`src/source/dvbs2_defs.svh`:
```
`ifndef DVBS2_DEFS_SVH
`define DVBS2_DEFS_SVH

// transport packet length in bytes, sync byte included
`define DVB_PKT_BYTES 188
`define DVB_SYNC_BYTE 8'h47

// packets per scrambling frame
`define DVB_FRAME_PKTS 2

// x^8+x^7+x^6+x^4+x^2+1
`define DVB_CRC_POLY 8'hD5

// stage 1 on the left, stage 15 on the right
`define DVB_PRBS_SEED 15'b100101010000000

// 0.7071 in Q1.13
`define DVB_QPSK_AMP 16'h16A0

`endif

```
`src/source/dvbs2_pkg.sv`:
```
package dvbs2_pkg;

	// stream byte and crc register
	typedef logic [7:0] byte_t;
	typedef logic [7:0] crc_t;

	// scrambler state, bit 14 is stage 1
	typedef logic [14:0] prbs_t;

	// one I or Q component, Q1.13
	typedef logic signed [15:0] sample_t;

	// byte position in a packet, packet index in a frame
	typedef logic [7:0] pkt_cnt_t;
	typedef logic [7:0] frm_cnt_t;

	typedef enum logic {HUNT, IN_PACKET} align_state_t;

	typedef enum logic {EMPTY, EMITTING} map_state_t;

endpackage

```
`src/source/byte_stream_if.sv`:
```
`timescale 1ns/1ps

interface byte_stream_if;

	dvbs2_pkg::byte_t data;
	logic valid;
	logic ready;
	// marks the first byte of a scrambling frame
	logic frame_start;

	modport src (
		output data,
		output valid,
		output frame_start,
		input ready
	);

	modport snk (
		input data,
		input valid,
		input frame_start,
		output ready
	);

endinterface

```
`src/source/ts_crc_inserter.sv`:
```
`timescale 1ns/1ps
`include "dvbs2_defs.svh"

module ts_crc_inserter (
	input logic clk,
	input logic rst_n,
	input dvbs2_pkg::byte_t ts_data,
	input logic ts_valid,
	input logic ts_sync,
	output logic ts_ready,
	byte_stream_if.src out_s
);

	localparam dvbs2_pkg::pkt_cnt_t LAST_POS = dvbs2_pkg::pkt_cnt_t'(`DVB_PKT_BYTES - 1);
	localparam dvbs2_pkg::frm_cnt_t LAST_PKT = dvbs2_pkg::frm_cnt_t'(`DVB_FRAME_PKTS - 1);

	dvbs2_pkg::align_state_t state_q;
	dvbs2_pkg::pkt_cnt_t pos_q;
	dvbs2_pkg::pkt_cnt_t byte_pos;
	dvbs2_pkg::frm_cnt_t frm_q;
	dvbs2_pkg::crc_t crc_q;

	dvbs2_pkg::byte_t out_data_q;
	logic out_fs_q;
	logic out_valid_q;

	logic accept;
	logic in_pkt;
	logic pkt_start;

	// one crc step per byte, msb first
	function automatic dvbs2_pkg::crc_t crc8_byte(input dvbs2_pkg::crc_t crc_in,
			input dvbs2_pkg::byte_t din);
		dvbs2_pkg::crc_t c;
		logic fb;
		c = crc_in;
		for (int i = 7; i >= 0; i--) begin
			fb = c[7] ^ din[i];
			c = {c[6:0], 1'b0};
			if (fb) begin
				c = c ^ `DVB_CRC_POLY;
			end
		end
		return c;
	endfunction

	// register stage takes a byte when empty or draining
	assign ts_ready = !out_valid_q || out_s.ready;
	assign accept = ts_valid && ts_ready;

	// a sync flag always restarts the packet at position 0
	assign byte_pos = ts_sync ? '0 : pos_q;
	assign in_pkt = ts_sync || (state_q == dvbs2_pkg::IN_PACKET);
	assign pkt_start = in_pkt && (byte_pos == '0);

	always_ff @(posedge clk) begin
		if (!rst_n) begin
			state_q <= dvbs2_pkg::HUNT;
			pos_q <= '0;
			frm_q <= '0;
			crc_q <= '0;
		end else if (accept && in_pkt) begin
			state_q <= dvbs2_pkg::IN_PACKET;
			if (byte_pos == LAST_POS) begin
				pos_q <= '0;
			end else begin
				pos_q <= byte_pos + 1'b1;
			end
			if (pkt_start) begin
				// crc of the finished packet leaves with this byte
				crc_q <= '0;
				if (frm_q == LAST_PKT) begin
					frm_q <= '0;
				end else begin
					frm_q <= frm_q + 1'b1;
				end
			end else begin
				crc_q <= crc8_byte(crc_q, ts_data);
			end
		end
	end

	// hunt bytes are dropped and never reach the output
	always_ff @(posedge clk) begin
		if (!rst_n) begin
			out_valid_q <= 1'b0;
		end else if (accept && in_pkt) begin
			out_valid_q <= 1'b1;
		end else if (out_s.ready) begin
			out_valid_q <= 1'b0;
		end
	end

	always_ff @(posedge clk) begin
		if (accept && in_pkt) begin
			out_data_q <= pkt_start ? crc_q : ts_data;
			out_fs_q <= pkt_start && (frm_q == '0);
		end
	end

	assign out_s.data = out_data_q;
	assign out_s.valid = out_valid_q;
	assign out_s.frame_start = out_fs_q;

endmodule

```
`src/source/bb_scrambler.sv`:
```
`timescale 1ns/1ps
`include "dvbs2_defs.svh"

module bb_scrambler (
	input logic clk,
	input logic rst_n,
	byte_stream_if.snk in_s,
	byte_stream_if.src out_s
);

	dvbs2_pkg::prbs_t prbs_q;
	dvbs2_pkg::prbs_t prbs_nxt;
	dvbs2_pkg::byte_t scr_byte;

	dvbs2_pkg::byte_t out_data_q;
	logic out_fs_q;
	logic out_valid_q;

	logic accept;

	assign in_s.ready = !out_valid_q || out_s.ready;
	assign accept = in_s.valid && in_s.ready;

	// eight prbs steps per byte, msb first
	always_comb begin
		dvbs2_pkg::prbs_t st;
		logic fb;
		// frame start reloads the seed before its own byte
		st = in_s.frame_start ? `DVB_PRBS_SEED : prbs_q;
		scr_byte = '0;
		for (int i = 7; i >= 0; i--) begin
			// stages 14 and 15 are the two oldest bits
			fb = st[1] ^ st[0];
			scr_byte[i] = in_s.data[i] ^ fb;
			st = {fb, st[14:1]};
		end
		prbs_nxt = st;
	end

	always_ff @(posedge clk) begin
		if (!rst_n) begin
			prbs_q <= `DVB_PRBS_SEED;
		end else if (accept) begin
			prbs_q <= prbs_nxt;
		end
	end

	always_ff @(posedge clk) begin
		if (!rst_n) begin
			out_valid_q <= 1'b0;
		end else if (accept) begin
			out_valid_q <= 1'b1;
		end else if (out_s.ready) begin
			out_valid_q <= 1'b0;
		end
	end

	// frame marker rides along with its byte
	always_ff @(posedge clk) begin
		if (accept) begin
			out_data_q <= scr_byte;
			out_fs_q <= in_s.frame_start;
		end
	end

	assign out_s.data = out_data_q;
	assign out_s.valid = out_valid_q;
	assign out_s.frame_start = out_fs_q;

endmodule

```
`src/source/qpsk_mapper.sv`:
```
`timescale 1ns/1ps
`include "dvbs2_defs.svh"

module qpsk_mapper (
	input logic clk,
	input logic rst_n,
	byte_stream_if.snk in_s,
	input logic sym_ready,
	output logic sym_valid,
	output dvbs2_pkg::sample_t sym_re,
	output dvbs2_pkg::sample_t sym_im
);

	localparam dvbs2_pkg::sample_t AMP_POS = `DVB_QPSK_AMP;
	// 16'hE960
	localparam dvbs2_pkg::sample_t AMP_NEG = -AMP_POS;

	dvbs2_pkg::map_state_t state_q;
	dvbs2_pkg::byte_t byte_q;
	logic [1:0] pair_q;

	logic [2:0] bit_i;
	logic [2:0] bit_q;
	logic last_pair;
	logic in_take;
	logic sym_take;

	assign last_pair = (pair_q == 2'd3);
	assign sym_valid = (state_q == dvbs2_pkg::EMITTING);
	assign sym_take = sym_valid && sym_ready;

	// next byte loads as the fourth symbol leaves
	assign in_s.ready = (state_q == dvbs2_pkg::EMPTY) || (last_pair && sym_ready);
	assign in_take = in_s.valid && in_s.ready;

	// pair k is bits 7-2k and 6-2k
	assign bit_i = 3'd7 - {pair_q, 1'b0};
	assign bit_q = 3'd6 - {pair_q, 1'b0};

	// 0 maps to +amp, 1 to -amp
	assign sym_re = byte_q[bit_i] ? AMP_NEG : AMP_POS;
	assign sym_im = byte_q[bit_q] ? AMP_NEG : AMP_POS;

	always_ff @(posedge clk) begin
		if (!rst_n) begin
			state_q <= dvbs2_pkg::EMPTY;
			pair_q <= 2'd0;
		end else if (in_take) begin
			state_q <= dvbs2_pkg::EMITTING;
			pair_q <= 2'd0;
		end else if (sym_take) begin
			// index wraps to 0 after the last pair
			pair_q <= pair_q + 2'd1;
			if (last_pair) begin
				state_q <= dvbs2_pkg::EMPTY;
			end
		end
	end

	always_ff @(posedge clk) begin
		if (in_take) begin
			byte_q <= in_s.data;
		end
	end

endmodule

```
`src/source/dvbs2_tx_top.sv`:
```
`timescale 1ns/1ps

module dvbs2_tx_top (
	input logic clk,
	input logic rst_n,
	input dvbs2_pkg::byte_t ts_data,
	input logic ts_valid,
	input logic ts_sync,
	output logic ts_ready,
	output logic sym_valid,
	input logic sym_ready,
	output dvbs2_pkg::sample_t sym_re,
	output dvbs2_pkg::sample_t sym_im
);

	// crc-stamped bytes
	byte_stream_if crc_s ();

	// scrambled bytes
	byte_stream_if scr_s ();

	ts_crc_inserter ts_crc_inserter0 (
		.clk(clk),
		.rst_n(rst_n),
		.ts_data(ts_data),
		.ts_valid(ts_valid),
		.ts_sync(ts_sync),
		.ts_ready(ts_ready),
		.out_s(crc_s.src)
	);

	bb_scrambler bb_scrambler0 (
		.clk(clk),
		.rst_n(rst_n),
		.in_s(crc_s.snk),
		.out_s(scr_s.src)
	);

	qpsk_mapper qpsk_mapper0 (
		.clk(clk),
		.rst_n(rst_n),
		.in_s(scr_s.snk),
		.sym_ready(sym_ready),
		.sym_valid(sym_valid),
		.sym_re(sym_re),
		.sym_im(sym_im)
	);

endmodule

```
`config.mk`:
```
export PLATFORM = sky130hd
export DESIGN_NAME = dvbs2_tx_top
export DESIGN_NICKNAME = d
export VERILOG_FILES = /design/src/source/dvbs2_pkg.sv /design/src/source/byte_stream_if.sv /design/src/source/ts_crc_inserter.sv /design/src/source/bb_scrambler.sv /design/src/source/qpsk_mapper.sv /design/src/source/dvbs2_tx_top.sv
export VERILOG_INCLUDE_DIRS = /design/src /design/src/source
export SDC_FILE = /design/constraint.sdc
export NUM_CORES = 1
export LEC_CHECK = 0
export BUFFER_PORTS_ARGS = -buffer_cell sky130_fd_sc_hd__buf_2
export CORE_ASPECT_RATIO = 2
export CORE_MARGIN = 4
export CORE_UTILIZATION = 40
export DETAILED_ROUTE_END_ITERATION = 10
export SYNTH_ARGS = -nofsm -noshare
export SYNTH_HDL_FRONTEND = slang
export SYNTH_SLANG_ARGS = --single-unit
export TNS_END_PERCENT = 100
```
`constraint.sdc`:
```
create_clock -name clk -period 3.8 [get_ports clk]
set_input_delay 0.76 -clock clk [delete_from_list [all_inputs] [get_ports clk]]
set_output_delay 0.76 -clock clk [all_outputs]
set_load 0.005 [all_outputs]
```
==> out/results.env, run 1 <==
MOST_COMMON_LIBRARY_CELL_IN_THE_LAYOUT_IGNORING_FILL_AND_TAPS='sky130_fd_sc_hd__dfxtp_1'
SLOWEST_DELAY_NS=0.50
CTS_SINKS=70
Y_DIMENSION_OF_THE_DIE_UM=140
FINAL_HPWL_DP_UM=4960
MIN_FROM='bb_scrambler0.out_s.data[7]$_DFFE_PP_'
SYNTH_CELL_TYPES=41
POSTROUTEWIRELENGTH_UM=6470
CRITICAL-PATH-SLOWEST-CELL='sky130_fd_sc_hd__nor2_1'
PLACED_CELL_AREA_MM2=0.00357
REPORT.FINAL.SETUP_VIOL=0
POST_DR_VIAS_CELL=5.00
FINAL_CELL_AREA_MM2=0.00387
DRT.ANTENNA.VIOLATING_NETS=0
NETLIST_TOP_CELLS_AREA='sky130_fd_sc_hd__dfxtp_1, sky130_fd_sc_hd__edfxtp_1, sky130_fd_sc_hd__xnor2_1, sky130_fd_sc_hd__buf_4, sky130_fd_sc_hd__xor2_1'
DIEWIDTH_UM=73.9
POSTSYNTH.ASYNCRESETSHARE=0
SYNTH_EDF_COUNT=25
DETAILROUTE.VIA_COUNT=2395
POWER_DENSITY_mW_PER_MM2=526
TIMING.REG2REG.WORST_PATH_DEPTH=7
LEADING_CELL_TYPES_IN_THE_LAYOUT_FILL_AND_TAPS_EXCLUDED='sky130_fd_sc_hd__dfxtp_1, sky130_fd_sc_hd__nor2_1, sky130_fd_sc_hd__buf_2, sky130_fd_sc_hd__nand2_1, sky130_fd_sc_hd__xnor2_1'
SYNTH_AREA_LEADER_CELL='sky130_fd_sc_hd__dfxtp_1'
DETAIL_ROUTE.FIRST_PASS.ITERATIONS=4
CTS_ROOT_BUFFER='sky130_fd_sc_hd__clkbuf_16'
SHORTEST_CLOCK_PERIOD_THE_WORST_PATH_ALLOWS_AFTER_LAYOUT_NS=2.63
INSERTEDDIODECOUNT=0
DESIGN.CORE.AREA_MM2=0.00835
LARGEST_VDD_SUPPLY_DROP_mV=0.325
MIN_DELAY_PATH_DEPTH=0
RSZ0062_AT_GRT='no'
WORST_HOLD_ENDPOINT='qpsk_mapper0.byte_q[7]$_DFFE_PP_'
POST_ROUTE_WORST_SETUP_SLACK_NS=1.17
TIMING.CRITICAL_PATH.BUF_INV=1
R2R_SETUP_SLACK_NS=1.17
GRT.OVERFLOW.TOTAL=0
MET1_USE_GR=0.138
NETLIST.AREA_LEADER.SHARE=0.259
WORST_HOLD_SLACK_NS=0.415
CLK_PIN_SLEW_NS=0.05
NUMBER_OF_GLOBAL_ROUTE_VIAS_BEFORE_REPAIR=2311
MAX_CAPACITANCE_VIOLATION_COUNT=0
AREA_OF_THE_MULTI_INPUT_GATES_MM2=0.00157
REQUIRED_NS=4.05
FINALHOLDVIOLATIONS=0
FAMILY_WITH_THE_MOST_DELAY_ON_THE_WORST_PATH='compound AO/OA/AOI/OAI gates'
DRT_DRC_VIOLATIONS_LEFT=0
POST_CTS_RESIZED=0
GRT_START_MAX_NET_PINS=29
TIMING.SETUP.CRITICAL_PATH_CLASS='flip-flop to flip-flop'
CTS_BUFFERS=9
PLACEMENTROWS=47
FINALCOREUTILIZATION=0.464
SYNTH_SEQ_AREA_SHARE=0.475
FINALSETUPTNS_NS=0
IOPINCOUNT=47
CTS_MAX_LEVEL=3
SLEW_VIOL_FINAL=0
NUMPLACEDINSTANCES=463
SYNTH_AREA_MM2=0.00348
R2R_START='qpsk_mapper0.pair_q[0]$_SDFFE_PP0P_'
MAXCLOCKFREQUENCY_MHz=380
POST_CTS.REPAIR.SETUP_BUFFERS=0
FIRST_PASS_GRT_WIRE_LENGTH_UM=10900
CRITPATHCAPTURETYPE='flip-flop'
FILLER_CELL_COUNT=803
FINALWEIGHTEDCONGESTION=0.780
DETAIL_ROUTE.WL_PER_CELL_UM=13.5
CTS-ROOT-TO-SINK-BUFFERS=2
ALL_LAYER_GLOBAL_ROUTING_USAGE=0.139
DRIVE_GT1_FRAC=0.171
SYNTH_FF_TYPE='sky130_fd_sc_hd__dfxtp_1'
SYNTHESIS.YOSYS.WARNINGS=0
PLACE.PORT_BUFFERS=34
DRT_ITER0_DRC=59
CLOCK_SKEW_NS=0.00237
WORST_SKEW_PAIR.LATE_LATENCY_NS=0.33
WORST-ENDPOINT-ARRIVAL_NS=2.88
TIMING.SLEW.HEADROOM=0.544
NNETSFINAL=395
NUMBER_OF_ANTENNA_VIOLATIONS_AT_THE_FIRST_CHECK_IN_GLOBAL_ROUTING=0
TIMING.CRITICAL_PATH.CELLS='ha_1 -> a21boi_0 -> a31o_2 -> inv_1 -> nor2_1 -> a21oi_1 -> o21ai_0'
CTS_TREE='done'
SYNTHESIS.INSTANCES=359
CTSHOLDBUFFERS=0
YOSYS_REGISTER_BITS=70
LEAKAGE_DISSIPATION_nW=1.50
CP-START-KIND='flip-flop'
GLOBALROUTEMET2UTIL=0.251
DESIGN.DIE.AREA_MM2=0.0103
GR-USAGE-MET3=0.0397
WORSTMARGINPINSLEW_NS=0.683
FIN_TOTAL_PWR_mW=2.04
SEQCELLAREA_MM2=0.00165
WORSTREG2REGEND='ts_crc_inserter0.crc_q[5]$_SDFFE_PN0P_'
AREA.GROWTH.SYNTH_TO_FINAL_PCT=11.4
START_UTIL=0.416
CRIT_PATH_MAX_FANOUT=20
FIN_CRIT_SHARE=0.693
HOLDCRITPATHCLASS='flip-flop to flip-flop'
BUSIEST_LAYER='met2'
FINISH.CELL_COUNT_WITHOUT_FILLERS=479
RUN_STATUS='finished clean'
SYNTH.AVG_CELL_AREA_UM2=9.68
PLACE_WORST_SETUP_SLACK_NS=0.852
report_power, final:
group          switching [mW]  total, mW  leakage [nW]  internal (mW)
combinational           0.168      0.320         0.749          0.152
clock                   0.295      0.861         0.149          0.566
sequential             0.0322      0.855         0.600          0.823
total                   0.496       2.04          1.50           1.54
cell usage after synthesis, types with 3 or more instances:
library cell               instances
sky130_fd_sc_hd__nor3b_1           4
sky130_fd_sc_hd__ha_1              6
sky130_fd_sc_hd__xor2_1           19
sky130_fd_sc_hd__xnor2_1          29
sky130_fd_sc_hd__clkbuf_1          9
sky130_fd_sc_hd__o21ai_0          13
sky130_fd_sc_hd__or4_1             3
sky130_fd_sc_hd__or3_1             4
sky130_fd_sc_hd__buf_1             3
sky130_fd_sc_hd__nor2_1           44
sky130_fd_sc_hd__nor3_1           10
sky130_fd_sc_hd__and3_1            4
sky130_fd_sc_hd__mux2_2            8
sky130_fd_sc_hd__nand2_1          29
sky130_fd_sc_hd__dfxtp_1          45
sky130_fd_sc_hd__nand4_1           3
sky130_fd_sc_hd__a31oi_1           5
sky130_fd_sc_hd__buf_4            28
sky130_fd_sc_hd__inv_1            10
sky130_fd_sc_hd__nand2b_1          3
sky130_fd_sc_hd__a21oi_1          19
sky130_fd_sc_hd__edfxtp_1         25
sky130_fd_sc_hd__nand3_1          10
how the worst max path moves through the flow:
stage / startpoint / endpoint / slack [ns] / cells past startpoint
final: qpsk_mapper0.pair_q[0]$_SDFFE_PP0P_ / ts_crc_inserter0.crc_q[5]$_SDFFE_PN0P_ / 1.17 / 7
after global routing: qpsk_mapper0.pair_q[0]$_SDFFE_PP0P_ / ts_crc_inserter0.crc_q[5]$_SDFFE_PN0P_ / 0.88 / 7
after CTS: qpsk_mapper0.pair_q[0]$_SDFFE_PP0P_ / ts_crc_inserter0.crc_q[5]$_SDFFE_PN0P_ / 1.14 / 7
after detailed placement: sym_ready / ts_crc_inserter0.crc_q[5]$_SDFFE_PN0P_ / 0.85 / 7
after global placement: sym_ready / ts_crc_inserter0.crc_q[5]$_SDFFE_PN0P_ / 0.98 / 7
after floorplan: ts_sync / ts_crc_inserter0.frm_q[0]$_SDFFE_PN0P_ / 1.27 / 8
layout make-up:
cell class,count,share of cell area
clock buffers,10,0.0591
clock inverters,6,0.0197
multi-input cells,248,0.404
repair buffers,36,0.0478
well taps,98,0.0317
inverters,11,0.0107
flip-flops and latches,70,0.427
flip-flops by register name, indices dropped and copies added, names as in the netlist, 2 cells and up:
name / cells
bb_scrambler0.prbs_q: 15
qpsk_mapper0.byte_q: 8
qpsk_mapper0.pair_q: 2
ts_crc_inserter0.crc_q: 8
ts_crc_inserter0.frm_q: 8
ts_crc_inserter0.pos_q: 8
bb_scrambler0.out_s.data: 8
ts_crc_inserter0.out_s.data: 8
worst reg2reg max path, delay by kind of cell (launching register included):
| family | cells | cell delay [ns] |
|---|---|---|
| and+or+nand+nor | 1 | 0.51 |
| buffers and inverters | 1 | 0.33 |
| DFF | 1 | 0.37 |
| adders and majority gates | 1 | 0.21 |
| AOI/OAI and AO/OA | 4 | 1.13 |
kinds of logic after synthesis:
group | count (synthesis) | synth area share
xor gates and xnor gates | 51 | 0.135
other | 2 | 0.00216
AOI/OAI and AO/OA | 47 | 0.0767
adders and majority gates | 6 | 0.0216
DFF | 70 | 0.475
and+or+nand+nor | 122 | 0.165
muxes | 10 | 0.0389
buffers and inverters | 51 | 0.0853
layer usage:
metal,vias to the layer above,wire length [um]
met5,-,0
met4,0,157
met3,13,283
met2,55,3580
met1,1123,2450
li1,1204,-
Note: power is estimated with default switching activity, not from simulation.
==> run 2, diff against run 1 <==
Clock period 3.8 ns to 2.1 ns, I/O delays scaled along.
==> out/results.env, run 2 (synthesis gave the netlist of run 1 again) <==
Y_DIMENSION_OF_THE_DIE_UM=140  # unchanged
CRIT_PATH_MAX_FANOUT=7  # was 20
FINALWEIGHTEDCONGESTION=0.813  # was 0.780
POST_CTS.REPAIR.SETUP_BUFFERS=0  # unchanged
DRT_ITER0_DRC=83  # was 59
DIEWIDTH_UM=73.9  # unchanged
REGMOSTFLOPS='bb_scrambler0.prbs_q'  # unchanged
CRITPATHCAPTURETYPE='output port'  # was flip-flop
CP-START-KIND='flip-flop'  # unchanged
PLACEMENTROWS=47  # unchanged
WORST_SETUP_PATH_STARTPOINT='qpsk_mapper0.pair_q[0]$_SDFFE_PP0P_'  # unchanged
MAX_CAPACITANCE_VIOLATION_COUNT=0  # unchanged
POWER_DENSITY_mW_PER_MM2=928  # was 526 mW/mm2
START_UTIL=0.416  # unchanged
REPORT.FINAL.SETUP_VIOL=0  # unchanged
FINALSETUPTNS_NS=0  # unchanged
FINISH.CELL_COUNT_WITHOUT_FILLERS=495  # was 479
SLEW_VIOL_FINAL=0  # unchanged
WORST_SKEW_PAIR.LATE_LATENCY_NS=0.33  # about the same
TIMING.SLEW.HEADROOM=0.578  # was 0.544
GR-USAGE-MET3=0.0260  # was 0.0397
GRT.OVERFLOW.TOTAL=0  # unchanged
GRT_START_MAX_NET_PINS=28  # was 29
DETAIL_ROUTE.FIRST_PASS.ITERATIONS=4  # unchanged
FIN_CRIT_SHARE=0.952
R2R_SETUP_SLACK_NS=0.17  # was 1.17 ns
NNETSFINAL=411  # was 395
DETAIL_ROUTE.WL_PER_CELL_UM=13.0  # was 13.5 um
LARGEST_VDD_SUPPLY_DROP_mV=0.691  # was 0.325 mV
POSTROUTEWIRELENGTH_UM=6430  # was 6470 um
MAXCLOCKFREQUENCY_MHz=500
INSERTEDDIODECOUNT=0  # unchanged
NUMPLACEDINSTANCES=479  # was 463
RSZ0062_AT_GRT='no'  # unchanged
R2R_START='qpsk_mapper0.pair_q[1]$_SDFFE_PP0P_'  # was qpsk_mapper0.pair_q[0]$_SDFFE_PP0P_
FIRST_PASS_GRT_WIRE_LENGTH_UM=10600  # was 10900 um
CRIT_PATH_END='sym_re[7]'  # was ts_crc_inserter0.crc_q[5]$_SDFFE_PN0P_
MOST_COMMON_LIBRARY_CELL_IN_THE_LAYOUT_IGNORING_FILL_AND_TAPS='sky130_fd_sc_hd__dfxtp_1'  # unchanged
CTS_TREE='done'  # unchanged
WORSTREG2REGEND='ts_crc_inserter0.crc_q[5]$_SDFFE_PN0P_'  # unchanged
NUMBER_OF_ANTENNA_VIOLATIONS_AT_THE_FIRST_CHECK_IN_GLOBAL_ROUTING=0  # unchanged
WORST_HOLD_SLACK_NS=0.391  # was 0.415 ns
DRT_DRC_VIOLATIONS_LEFT=0  # unchanged
DETAILROUTE.VIA_COUNT=2442  # was 2395
PLACE.PORT_BUFFERS=34  # unchanged
HOLDCRITPATHCLASS='primary input to flip-flop'  # was flip-flop to flip-flop
ALL_LAYER_GLOBAL_ROUTING_USAGE=0.135  # was 0.139
CTS-ROOT-TO-SINK-BUFFERS=2  # unchanged
LARGEST_REGISTER_FFS=15  # unchanged
WORST-ENDPOINT-ARRIVAL_NS=1.58  # was 2.88 ns
DESIGN.CORE.AREA_MM2=0.00835  # unchanged
FINAL_CELL_AREA_MM2=0.00399  # was 0.00387 mm2
CTSHOLDBUFFERS=0  # unchanged
RUN_STATUS='finished clean'  # unchanged
AREA.GROWTH.SYNTH_TO_FINAL_PCT=14.9  # was 11.4%
POST_DR_VIAS_CELL=4.93  # was 5.00
SHORTEST_CLOCK_PERIOD_THE_WORST_PATH_ALLOWS_AFTER_LAYOUT_NS=2.00
LEADING_CELL_TYPES_IN_THE_LAYOUT_FILL_AND_TAPS_EXCLUDED='sky130_fd_sc_hd__dfxtp_1, sky130_fd_sc_hd__nor2_1, sky130_fd_sc_hd__buf_2, sky130_fd_sc_hd__nand2_1, sky130_fd_sc_hd__xnor2_1'  # unchanged
WORSTMARGINPINSLEW_NS=0.632  # was 0.683 ns
BUSIEST_LAYER='met2'  # unchanged
MET1_USE_GR=0.141  # was 0.138
PLACED_CELL_AREA_MM2=0.00369  # was 0.00357 mm2
TIMING.SETUP.CRITICAL_PATH_CLASS='flip-flop to output port'  # was flip-flop to flip-flop
PLACE_WORST_SETUP_SLACK_NS=0.107  # was 0.852 ns
CTS_MAX_LEVEL=3  # unchanged
FINALHOLDVIOLATIONS=0  # unchanged
CTS_SINKS=70  # unchanged
POST_ROUTE_WORST_SETUP_SLACK_NS=0.100  # was 1.17 ns
DRT.ANTENNA.VIOLATING_NETS=0  # unchanged
POST_CTS_RESIZED=0  # unchanged
IOPINCOUNT=47  # unchanged
CTS_ROOT_BUFFER='sky130_fd_sc_hd__clkbuf_16'  # unchanged
CLK_PIN_SLEW_NS=0.05  # about the same
CTS_BUFFERS=9  # unchanged
CLOCK_SKEW_NS=0.00603  # was 0.00237 ns
LEAKAGE_DISSIPATION_nW=1.58  # was 1.50 nW
REQUIRED_NS=1.68  # was 4.05 ns
DESIGN.DIE.AREA_MM2=0.0103  # unchanged
GLOBALROUTEMET2UTIL=0.235  # was 0.251
NUMBER_OF_GLOBAL_ROUTE_VIAS_BEFORE_REPAIR=2328  # was 2311
DRIVE_GT1_FRAC=0.209  # was 0.171
FINAL_HPWL_DP_UM=4930  # was 4960 um
TIMING.REG2REG.WORST_PATH_DEPTH=6  # was 7
[run 2: cell count changes in the layout (fill, tap and decap cells not counted), sizes merged]
cell / before / now
buf: 36 / 52
clkinv: 4 / 3
clkbuf: 10 / 11
[run 2: stage by stage]
step / total power [mW] / util
global route: 3.88 / 0.478
CTS: 3.75 / 0.478
floorplan: 2.06 / -
detailed placement: 2.19 / 0.441
finish: 3.71 / 0.478
global placement: 2.19 / 0.441
[run 2: area by class of cell]
class / instances / area (um2)
Clock buffer: 11 / 233
Clock inverter: 5 / 73.8
Fill cell: 800 / 4360
Inverter: 11 / 41.3
Multi-Input combinational cell: 248 / 1570
Sequential cell: 70 / 1650
Tap cell: 98 / 123
Timing Repair Buffer: 52 / 305
[run 2: routing by layer]
| metal | vias to the layer above | wire length [um] |
|---|---|---|
| met4 | 0 | 243 |
| met5 | - | 0 |
| li1 | 1240 | - |
| met1 | 1125 | 2430 |
| met2 | 62 | 3470 |
| met3 | 15 | 290 |
[run 2: critical path: stages (launching register included)]
cell	delay [ns]
sky130_fd_sc_hd__dfxtp_1	0.33
sky130_fd_sc_hd__buf_4	0.14
sky130_fd_sc_hd__mux4_2	0.55
sky130_fd_sc_hd__inv_1	0.11
sky130_fd_sc_hd__buf_2	0.12
[run 2: power by group]
group	leakage [nW]	internal, mW	switching [mW]
logic	0.828	0.298	0.313
registers	0.600	1.49	0.0560
clock network	0.151	1.03	0.520
[run 2: how the worst min path moves through the flow]
| stage | startpoint | endpoint | slack [ns] | cells past startpoint |
|---|---|---|---|---|
| floorplan | bb_scrambler0.out_s.data[0]$_DFFE_PP_ | qpsk_mapper0.byte_q[0]$_DFFE_PP_ | 0.40 | 0 |
| global placement | bb_scrambler0.out_s.data[2]$_DFFE_PP_ | qpsk_mapper0.byte_q[2]$_DFFE_PP_ | 0.40 | 0 |
| detailed placement | bb_scrambler0.out_s.data[2]$_DFFE_PP_ | qpsk_mapper0.byte_q[2]$_DFFE_PP_ | 0.41 | 0 |
| CTS | sym_ready | qpsk_mapper0.pair_q[1]$_SDFFE_PP0P_ | 0.38 | 3 |
| global route | sym_ready | qpsk_mapper0.pair_q[1]$_SDFFE_PP0P_ | 0.40 | 3 |
| finish | sym_ready | qpsk_mapper0.pair_q[1]$_SDFFE_PP0P_ | 0.39 | 3 |
